<file path="src/verilog/mcoi_link_pkg.sv">
// link frame widths, interlock key and AXI4-Lite readback map shared by the motor path
package mcoi_link_pkg;

   // ------------------------------------------------------------------------
   // link frame
   // ------------------------------------------------------------------------

   // interlock word echoed back by the far end of the fibre
   typedef logic [31:0] link_word_t;

   // motor part of the frame, 4 bits per motor, 16 motors at most
   localparam int FRAME_W = 64;
   typedef logic [FRAME_W-1:0] motor_frame_t;

   // control bits reach the drivers only while the interlock word
   // carries this value
   localparam link_word_t INTERLOCK_KEY = 32'ha5c3_3c5a;

   // ------------------------------------------------------------------------
   // AXI4-Lite read port
   // ------------------------------------------------------------------------

   typedef logic [7:0] axi_addr_t;
   typedef logic [31:0] axi_data_t;
   typedef logic [1:0] axi_resp_t;

   localparam axi_resp_t RESP_OKAY = 2'b00;
   localparam axi_resp_t RESP_SLVERR = 2'b10;

   // bit 0 holds the registered interlock match
   localparam axi_addr_t REG_LINK_STATUS = 8'h00;
   // motor m status at base plus 4*m, word aligned
   localparam axi_addr_t REG_MOTOR_BASE = 8'h40;

   // data word returned with SLVERR for anything outside the map
   localparam axi_data_t BAD_ADDR_WORD = 32'hdeadbeef;

endpackage

</file>
<file path="src/verilog/mcoi_motor_pkg.sv">
// per-motor control and status field types, imported by every RTL block of the motor path
package mcoi_motor_pkg;

   // ------------------------------------------------------------------------
   // control nibble, one per motor, as carried in the received link frame
   // ------------------------------------------------------------------------

   // bit 0 step, bit 1 deactivate, bit 2 direction, bit 3 boost
   typedef logic [3:0] motor_ctrl_t;

   // step pulse towards the driver clock input
   localparam int CTRL_STEP_BIT = 0;
   // driver deactivate, high keeps the motor unpowered
   localparam int CTRL_DEACT_BIT = 1;
   // rotation direction
   localparam int CTRL_DIR_BIT = 2;
   // current boost
   localparam int CTRL_BOOST_BIT = 3;

   // ------------------------------------------------------------------------
   // status nibble, one per motor, as returned in the transmitted frame
   // ------------------------------------------------------------------------

   // all bits active high once inverted from the driver lines
   typedef logic [3:0] motor_stat_t;

   // driver power fail
   localparam int STAT_FAIL_BIT = 0;
   // extremity switch A
   localparam int STAT_SWA_BIT = 1;
   // extremity switch B
   localparam int STAT_SWB_BIT = 2;
   // overheat, reserved, the driver does not report it
   localparam int STAT_OH_BIT = 3;

   // depth of the flop chain that brings the asynchronous driver
   // lines into the link clock domain
   localparam int SYNC_STAGES = 3;

endpackage
</file>
<file path="src/verilog/mcoi_motor_io.sv">
// top of the motor path: interlock, one channel per motor and the status readback
module mcoi_motor_io #(
   // 4 bits per motor in a 64-bit frame, so 1 to 16
   parameter int NUM_MOTORS = 16
) (
   input logic gbt_rx_clkrs,
   input logic rst_i,
   // received link side
   input mcoi_link_pkg::link_word_t interlock_word_i,
   input mcoi_link_pkg::motor_frame_t rx_frame_i,
   // driver status lines, active low
   input logic [NUM_MOTORS-1:0] motor_pfail_n_i,
   input logic [NUM_MOTORS-1:0] motor_sw_a_n_i,
   input logic [NUM_MOTORS-1:0] motor_sw_b_n_i,
   // AXI4-Lite read port
   input logic ar_valid_i,
   input mcoi_link_pkg::axi_addr_t ar_addr_i,
   input logic r_ready_i,
   // driver pins
   output logic [NUM_MOTORS-1:0] motor_step_o,
   output logic [NUM_MOTORS-1:0] motor_en_o,
   output logic [NUM_MOTORS-1:0] motor_dir_o,
   output logic [NUM_MOTORS-1:0] motor_boost_o,
   // transmitted link side
   output mcoi_link_pkg::motor_frame_t tx_frame_o,
   output logic ar_ready_o,
   output logic r_valid_o,
   output mcoi_link_pkg::axi_data_t r_data_o,
   output mcoi_link_pkg::axi_resp_t r_resp_o
);

   import mcoi_motor_pkg::*;

   motor_ctrl_t [NUM_MOTORS-1:0] motor_ctrl;
   motor_stat_t [NUM_MOTORS-1:0] motor_stat;
   logic link_locked;

   // ------------------------------------------------------------------------
   // control path
   // ------------------------------------------------------------------------

   link_interlock #(
      .NUM_MOTORS (NUM_MOTORS)
   ) i_link_interlock (
      .gbt_rx_clkrs (gbt_rx_clkrs),
      .rst_i (rst_i),
      .interlock_word_i (interlock_word_i),
      .rx_frame_i (rx_frame_i),
      .motor_ctrl_o (motor_ctrl),
      .link_locked_o (link_locked)
   );

   // one channel per driver, motor_en_o carries the deactivate level
   for (genvar m = 0; m < NUM_MOTORS; m++) begin : g_motor
      motor_channel i_motor_channel (
         .gbt_rx_clkrs (gbt_rx_clkrs),
         .rst_i (rst_i),
         .ctrl_i (motor_ctrl[m]),
         .pfail_n_i (motor_pfail_n_i[m]),
         .sw_a_n_i (motor_sw_a_n_i[m]),
         .sw_b_n_i (motor_sw_b_n_i[m]),
         .step_o (motor_step_o[m]),
         .deact_o (motor_en_o[m]),
         .dir_o (motor_dir_o[m]),
         .boost_o (motor_boost_o[m]),
         .status_o (motor_stat[m])
      );
   end

   // ------------------------------------------------------------------------
   // status path
   // ------------------------------------------------------------------------

   status_readback #(
      .NUM_MOTORS (NUM_MOTORS)
   ) i_status_readback (
      .gbt_rx_clkrs (gbt_rx_clkrs),
      .rst_i (rst_i),
      .motor_stat_i (motor_stat),
      .link_locked_i (link_locked),
      .ar_valid_i (ar_valid_i),
      .ar_addr_i (ar_addr_i),
      .r_ready_i (r_ready_i),
      .tx_frame_o (tx_frame_o),
      .ar_ready_o (ar_ready_o),
      .r_valid_o (r_valid_o),
      .r_data_o (r_data_o),
      .r_resp_o (r_resp_o)
   );

endmodule

</file>
<file path="src/verilog/status_readback.sv">
// packs synchronised motor statuses into the returned frame and serves them on an AXI4-Lite read port
module status_readback #(
   parameter int NUM_MOTORS = 16
) (
   input logic gbt_rx_clkrs,
   input logic rst_i,
   input mcoi_motor_pkg::motor_stat_t [NUM_MOTORS-1:0] motor_stat_i,
   input logic link_locked_i,
   input logic ar_valid_i,
   input mcoi_link_pkg::axi_addr_t ar_addr_i,
   input logic r_ready_i,
   output mcoi_link_pkg::motor_frame_t tx_frame_o,
   output logic ar_ready_o,
   output logic r_valid_o,
   output mcoi_link_pkg::axi_data_t r_data_o,
   output mcoi_link_pkg::axi_resp_t r_resp_o
);

   import mcoi_motor_pkg::*;
   import mcoi_link_pkg::*;

   // frame bits occupied by the populated motors
   localparam int STAT_BITS = NUM_MOTORS * $bits(motor_stat_t);

   typedef enum logic {
      rd_idle,
      rd_resp
   } rd_state_t;

   rd_state_t rd_state;
   motor_frame_t frame_next;
   logic rd_accept;
   axi_data_t rd_data_d;
   axi_resp_t rd_resp_d;

   // ------------------------------------------------------------------------
   // returned link frame
   // ------------------------------------------------------------------------

   // motor m in nibble m, nibbles of absent motors stay zero
   always_comb begin
      frame_next = '0;
      frame_next[STAT_BITS-1:0] = motor_stat_i;
   end

   always_ff @(posedge gbt_rx_clkrs) begin
      if (rst_i) begin
         tx_frame_o <= '0;
      end else begin
         tx_frame_o <= frame_next;
      end
   end

   // ------------------------------------------------------------------------
   // read address decode
   // ------------------------------------------------------------------------

   // anything not matched below falls through to the error word
   // misaligned motor addresses never match a base plus 4*m slot
   always_comb begin
      rd_data_d = BAD_ADDR_WORD;
      rd_resp_d = RESP_SLVERR;
      if (ar_addr_i == REG_LINK_STATUS) begin
         rd_data_d = axi_data_t'(link_locked_i);
         rd_resp_d = RESP_OKAY;
      end
      for (int m = 0; m < NUM_MOTORS; m++) begin
         if (ar_addr_i == axi_addr_t'(REG_MOTOR_BASE + 4 * m)) begin
            // status zero-extended into the data word
            rd_data_d = axi_data_t'(motor_stat_i[m]);
            rd_resp_d = RESP_OKAY;
         end
      end
   end

   // ------------------------------------------------------------------------
   // read handshake FSM
   // ------------------------------------------------------------------------

   // one read in flight, the address channel closes while a response waits
   assign ar_ready_o = (rd_state == rd_idle);
   assign r_valid_o = (rd_state == rd_resp);
   assign rd_accept = ar_valid_i && ar_ready_o;

   always_ff @(posedge gbt_rx_clkrs) begin
      if (rst_i) begin
         rd_state <= rd_idle;
      end else begin
         case (rd_state)
            rd_idle: begin
               if (ar_valid_i) begin
                  rd_state <= rd_resp;
               end
            end
            rd_resp: begin
               // master took the data
               if (r_ready_i) begin
                  rd_state <= rd_idle;
               end
            end
         endcase
      end
   end

   // data snapshot taken at address acceptance, held through back-pressure
   always_ff @(posedge gbt_rx_clkrs) begin
      if (rd_accept) begin
         r_data_o <= rd_data_d;
         r_resp_o <= rd_resp_d;
      end
   end

   // ------------------------------------------------------------------------
   // checks
   // ------------------------------------------------------------------------

   // a stalled response keeps its valid, data and code
   a_resp_hold : assert property (
      @(posedge gbt_rx_clkrs) disable iff (rst_i)
      (r_valid_o && !r_ready_i) |=> (r_valid_o && $stable(r_data_o) && $stable(r_resp_o))
   ) else $error("read response changed while stalled");

endmodule

</file>
<file path="src/verilog/motor_channel.sv">
// one stepper driver: control nibble onto the driver pins, status lines synchronised back
module motor_channel (
   input logic gbt_rx_clkrs,
   input logic rst_i,
   input mcoi_motor_pkg::motor_ctrl_t ctrl_i,
   input logic pfail_n_i,
   input logic sw_a_n_i,
   input logic sw_b_n_i,
   output logic step_o,
   output logic deact_o,
   output logic dir_o,
   output logic boost_o,
   output mcoi_motor_pkg::motor_stat_t status_o
);

   import mcoi_motor_pkg::*;

   motor_stat_t raw_stat;
   // stage 0 takes the raw lines, the last stage is the safe one
   motor_stat_t [SYNC_STAGES-1:0] sync_q;

   // ------------------------------------------------------------------------
   // driver pins
   // ------------------------------------------------------------------------

   // control is already registered upstream, pins follow it directly
   assign step_o = ctrl_i[CTRL_STEP_BIT];
   assign deact_o = ctrl_i[CTRL_DEACT_BIT];
   assign dir_o = ctrl_i[CTRL_DIR_BIT];
   assign boost_o = ctrl_i[CTRL_BOOST_BIT];

   // ------------------------------------------------------------------------
   // status lines
   // ------------------------------------------------------------------------

   // driver lines are active low, flip them to active high
   always_comb begin
      raw_stat = '0;
      raw_stat[STAT_FAIL_BIT] = ~pfail_n_i;
      raw_stat[STAT_SWA_BIT] = ~sw_a_n_i;
      raw_stat[STAT_SWB_BIT] = ~sw_b_n_i;
      // overheat is not wired on this driver
      raw_stat[STAT_OH_BIT] = 1'b0;
   end

   // lines are asynchronous to the link clock
   // shift them through the synchroniser chain
   always_ff @(posedge gbt_rx_clkrs) begin
      if (rst_i) begin
         sync_q <= '0;
      end else begin
         sync_q <= {sync_q[SYNC_STAGES-2:0], raw_stat};
      end
   end

   assign status_o = sync_q[SYNC_STAGES-1];

   // ------------------------------------------------------------------------
   // checks
   // ------------------------------------------------------------------------

   // reserved bit must stay clear all the way through the chain
   a_no_overheat : assert property (
      @(posedge gbt_rx_clkrs) disable iff (rst_i)
      !status_o[STAT_OH_BIT]
   ) else $error("overheat status set on a channel without overheat sense");

endmodule

</file>
<file path="src/verilog/link_interlock.sv">
// registers the received motor controls, passed only while the link interlock word matches
module link_interlock #(
   parameter int NUM_MOTORS = 16
) (
   input logic gbt_rx_clkrs,
   input logic rst_i,
   input mcoi_link_pkg::link_word_t interlock_word_i,
   input mcoi_link_pkg::motor_frame_t rx_frame_i,
   output mcoi_motor_pkg::motor_ctrl_t [NUM_MOTORS-1:0] motor_ctrl_o,
   output logic link_locked_o
);

   import mcoi_motor_pkg::*;
   import mcoi_link_pkg::*;

   // number of frame bits that belong to the populated motors
   localparam int CTRL_BITS = NUM_MOTORS * $bits(motor_ctrl_t);

   logic key_match;
   logic all_deact;

   // far end closes the loop by echoing the key
   assign key_match = (interlock_word_i == INTERLOCK_KEY);

   // ------------------------------------------------------------------------
   // control capture
   // ------------------------------------------------------------------------

   // all ones sets every deactivate bit, so the drivers stay off while
   // the link is down, not yet established or in reset
   always_ff @(posedge gbt_rx_clkrs) begin
      if (rst_i) begin
         link_locked_o <= 1'b0;
         motor_ctrl_o <= '1;
      end else begin
         link_locked_o <= key_match;
         if (key_match) begin
            // nibble m of the frame goes to motor m
            motor_ctrl_o <= rx_frame_i[CTRL_BITS-1:0];
         end else begin
            motor_ctrl_o <= '1;
         end
      end
   end

   // ------------------------------------------------------------------------
   // checks
   // ------------------------------------------------------------------------

   // collect the deactivate bits of all motors
   always_comb begin
      all_deact = 1'b1;
      for (int m = 0; m < NUM_MOTORS; m++) begin
         all_deact = all_deact & motor_ctrl_o[m][CTRL_DEACT_BIT];
      end
   end

   // link not locked means no driver may be active
   a_unlocked_deact : assert property (
      @(posedge gbt_rx_clkrs) disable iff (rst_i)
      !link_locked_o |-> all_deact
   ) else $error("motor enabled while the interlock is open");

endmodule

</file>
<file path="config.mk">
export PLATFORM = sky130hd
export DESIGN_NAME = mcoi_motor_io
export DESIGN_NICKNAME = d
export VERILOG_FILES = /design/src/verilog/mcoi_link_pkg.sv /design/src/verilog/mcoi_motor_pkg.sv /design/src/verilog/mcoi_motor_io.sv /design/src/verilog/status_readback.sv /design/src/verilog/motor_channel.sv /design/src/verilog/link_interlock.sv
export SDC_FILE = /design/constraint.sdc
export NUM_CORES = 1
export LEC_CHECK = 0
export BUFFER_PORTS_ARGS = -buffer_cell sky130_fd_sc_hd__buf_2
export CORE_ASPECT_RATIO = 0.5
export CORE_MARGIN = 5
export CORE_UTILIZATION = 35
export CTS_BUF_LIST = sky130_fd_sc_hd__clkbuf_16
export CTS_CLUSTER_DIAMETER = 150
export DETAILED_ROUTE_END_ITERATION = 16
export HOLD_SLACK_MARGIN = 0.15
export PLACE_DENSITY = 0.72
export REMOVE_ABC_BUFFERS = 1
export SKIP_CTS_REPAIR_TIMING = 1
export SLEW_MARGIN = 40
export SYNTH_ARGS = -nofsm -noshare
export SYNTH_HDL_FRONTEND = slang
export SYNTH_SLANG_ARGS = --single-unit
</file>
<file path="constraint.sdc">
create_clock -name gbt_rx_clkrs -period 1.6 [get_ports gbt_rx_clkrs]
set_input_delay 0.16 -clock gbt_rx_clkrs [delete_from_list [all_inputs] [get_ports gbt_rx_clkrs]]
set_output_delay 0.16 -clock gbt_rx_clkrs [all_outputs]
set_load 0.01 [all_outputs]
</file>
==> results.txt <==
----------------------------------------------------
[Run status]
  Status ... complete, no violations

[Setup path]
  Delay of the slowest critical-path stage ... approximately 0.5 ns
  Top Family by Delay on Critical Path ... multiplexers
  Highest-delay cell along the critical path ... mux4_2
  Biggest fanout along the worst timing path ... 2
  Type of element capturing the critical path ... flop
  Total buffers and inverters traversed by the critical path ... 0
  Crit-path cells ... mux4_2 > o22a_1 > a21oi_2 > o21ai_1
  Nature of the critical path startpoint ... flop
  Arr. time, crit path ... 1.81 ns
  Required arrival time at the worst endpoint ... 1.86 ns
  CP Class ... flop to flop

[CTS]
  Num Clock Sinks ... 262
  H-tree levels ... 1
  Clk pin slew, worst setup/hold paths ... 0.07 ns
  Worst-Skew Late Latency ... around 0.52 ns
  Clock buffers created by TritonCTS ... 24
  Clock root buffer ... clkbuf_16
  Largest buffer count on any clock path ... 3
  CTS tree ... done

[Timing]
  Post-route clock period utilization ... a little over nine tenths
  Max Clk Rate ... ~0.64 GHz
  Fin. Hold Viols ... 0
  Worst clock skew ... between 0.006 and 0.007 ns
  Pins over their slew limit ... 0
  Worst relative slew slack ... 46.5%
  Clock period minus final worst setup slack ... 1.56 ns
  Setup Viol. Count Final ... 0
  Worst hold-check slack ... 0.145 ns
  Slew at the pin closest to its max-slew limit ... 0.803 ns

[Global routing]
  Via count of the first global-routing pass ... roughly 5.5k
  Maximum number of pins on one net before global-route repair ... 193
  Met2 GRT Util ... 23.3%
  Number of antenna violations at the first check in global routing ... 0
  Overall track demand over capacity in global routing ... 13.5%
  Aggregate global routing overflow ... 0
  Met3 capacity usage during global routing ... 3.59%
  Gr busiest metal ... met2
  GR Layer Usage met1 ... between 10% and 20%
  Wire length of the first global-routing pass ... 30200 um

[Finish]
  Share of layout cells above drive strength 1 ... 32.8%
  Layout overhead on the synthesized area ... 37.6%
  Filler Cell Count ... 2119
  Non-Filler Instances ... ~1.5k
  Count of inserted antenna diode cells ... 0
  Layout Nets ... 1287
  Non-Filler Cell Area, Final ... 11800 um2
  Final core utilization ... 49.1%

[Placement]
  Total instance count after detailed placement ... 1322
  Input/output buffers ... 294
  Routability-driven placement congestion ratio ... just under 1
  Post-DP Area ... around 9800 um2
  Placed wire-length estimate after detailed placement ... 15300 um

[Synthesis]
  Post-synthesis simple-gate area fraction ... a little over a fifth
  Area of the mapped netlist ... 8590 um2
  Number of register bits inferred by synthesis ... 262
  Avg Cell Area, Syn ... 10.9 um2
  Number of warnings reported in the yosys synthesis log ... 0
  Largest family of logic cells by synthesized area ... simple AND/OR/NAND/NOR gates
  Post-synth top area cell ... dfxtp_1
  Top post-synthesis cells by area ... dfxtp_1 (60%), nor2b_1 (11%), buf_4 (10%), nand2b_1 (5.0%), nor2_1 (2.5%)
  Post-Synth Adder-Cell Area ... 0%
  Area share of the largest cell type after synthesis ... 60.1%
  Top FF cell, synth ... dfxtp_1
  Mux share of post-synthesis cell area ... 1.15%
  Share of the synthesized area in compound gates (AO/OA/AOI/OAI) ... 3.76%
  Number of synthesized flops with an enable pin ... 4
  Share of async-settable or async-resettable flops after synthesis ... 0%
  Xor-xnor portion of the synthesized cell area ... 0%
  Post-synthesis sequential area ratio ... between 60 and 70%
  Distinct cells, synth ... 56
  Number of cells produced by synthesis ... about 800

[Power and ir drop]
  Pwr dens ... 1130 nW/um2
  Overall Power ... 13.3 mW
  Maximum VDD drop ... ~0.00073 V
  Leak pwr ... ~5 nW

[Routing]
  Total wirelength of the detailed-routed design ... 22300 um
  Final antenna-violating net count ... 0
  Drt drc ... 0
  Vias after detailed routing ... ~6.1k
  Ratio of routed vias to standard cells ... 4.10
  WL per Instance ... ~15 um
  Initial DRT Pass Iterations ... 4
  Starting DRC count in detailed routing ... 285

[Floorplanning]
  Die footprint ... roughly 28000 um2
  Die height ... 121 um
  Die width ... 232 um
  Count of boundary I/O pins ... between 300 and 400
  Placement Rows ... 40
  Core Area ... 24100 um2
  Starting Density ... 35.7%

[Hold path]
  Hold Crit Class ... input pin to flop

[Run]
  Max Cap Violations ... 0

----------------------------------------------------
## cells in the mapped netlist (2+ instances only)
cell type,instances
dfxtp_1,258
nor2b_1,149
buf_4,116
nand2b_1,69
nor2_1,58
clkbuf_1,19
buf_2,7
nand4_1,7
o21ai_0,7
a21oi_1,6
inv_1,6
nand2_1,6
buf_1,5
nor4_1,5
o211ai_1,5
edfxtp_1,4
a31oi_1,3
mux2_2,3
nor3_1,3
o22ai_1,3
a211oi_1,2
a22oi_1,2
a2bb2oi_1,2
and3b_1,2
and4bb_2,2
mux2i_1,2
mux4_2,2
nand3_1,2
nor4bb_1,2
o221ai_1,2
or3_1,2
## path summary, 6_finish.rpt
kind                                                      start                                                 end  slack (ns)  cells past startpoint
max          g_motor[15].i_motor_channel.status_o[0]$_SDFF_PP0_             i_status_readback.r_data_o[0]$_DFFE_PP_        0.04                      4
min                                                ar_addr_i[6]        i_status_readback.r_data_o[30]$_SDFFCE_PP0P_        0.15                      3
max reg2reg  g_motor[15].i_motor_channel.status_o[0]$_SDFF_PP0_             i_status_readback.r_data_o[0]$_DFFE_PP_        0.04                      4
min reg2reg    g_motor[10].i_motor_channel.sync_q[4]$_SDFF_PP0_  g_motor[10].i_motor_channel.status_o[0]$_SDFF_PP0_        0.43                      1
## layout by cell type (no fill, tap or decap), types with 3 or more instances in the layout
cell           instances
a21oi_1                5
a31oi_1                3
buf_12                 3
buf_2                293
buf_4                 29
clkbuf_16             27
clkinv_2               4
clkinvlp_4             3
conb_1                25
dfxtp_1              258
dlygate4sd3_1        117
edfxtp_1               4
inv_1                 11
mux2_2                 3
nand2_1                6
nand2b_1              69
nand4_1                7
nor2_1                58
nor2b_1              149
nor3_1                 3
nor4_1                 4
o211ai_1               5
o21ai_0                7
o22ai_1                3
## layer usage
layer	wire length, um	up-vias
li1	-	3049
met1	9130	2815
met2	11400	171
met3	1300	48
met4	525	0
met5	0	-
## area by class of cell
type | instances | area [um2] | area share (%)
clock buffer | 27 | 676 | 5.71
clock inverter | 17 | 116 | 0.984
inverter | 6 | 22.5 | 0.190
multi-input combinational | 393 | 2370 | 20.1
sequential | 262 | 5290 | 44.7
tap | 336 | 420 | 3.55
timing repair buffer | 444 | 2930 | 24.8
## through the flow
step / setup TNS (ns) / setup WS, ns
4_1_cts: 0 / 0.00358
3_5_place_dp: -12.63 / -0.267
2_1_floorplan: -261.58 / -4.20
3_3_place_gp: -12.14 / -0.227
6_report: 0 / 0.0446
5_1_grt: -0.0137 / -0.0137
## state kept, by name (all words and copies together), names as in the netlist
name / cells
i_status_readback.tx_frame_o: 48
i_link_interlock.motor_ctrl_o: 64
i_link_interlock.link_locked_o: 1
g_motor.i_motor_channel.sync_q: 96
g_motor.i_motor_channel.status_o: 48
i_status_readback.r_valid_o: 1
i_status_readback.r_data_o: 4
## logic make-up (layout without fill, tap and decap cells)
group | after synthesis | after routing
buf+inv | 155 | 494
mux | 7 | 7
compound gates | 46 | 46
simple gates | 315 | 315
other cells | 1 | 25
flops | 262 | 262
## where the power goes
group	leakage, nW	switching (mW)	total (mW)	internal (mW)
clock	0.402	2.46	5.67	3.21
sequential	2.14	0.0488	6.76	6.71
combinational	2.53	0.391	0.926	0.536
total	5.08	2.90	13.3	10.5
## worst reg2reg max path, delay by kind of cell, from the launching register on
family | cells | cell delay [ns]
compound gates | 3 | 0.49
flops | 1 | 0.30
mux | 1 | 0.51
Note: power is estimated with default switching activity, not from simulation.
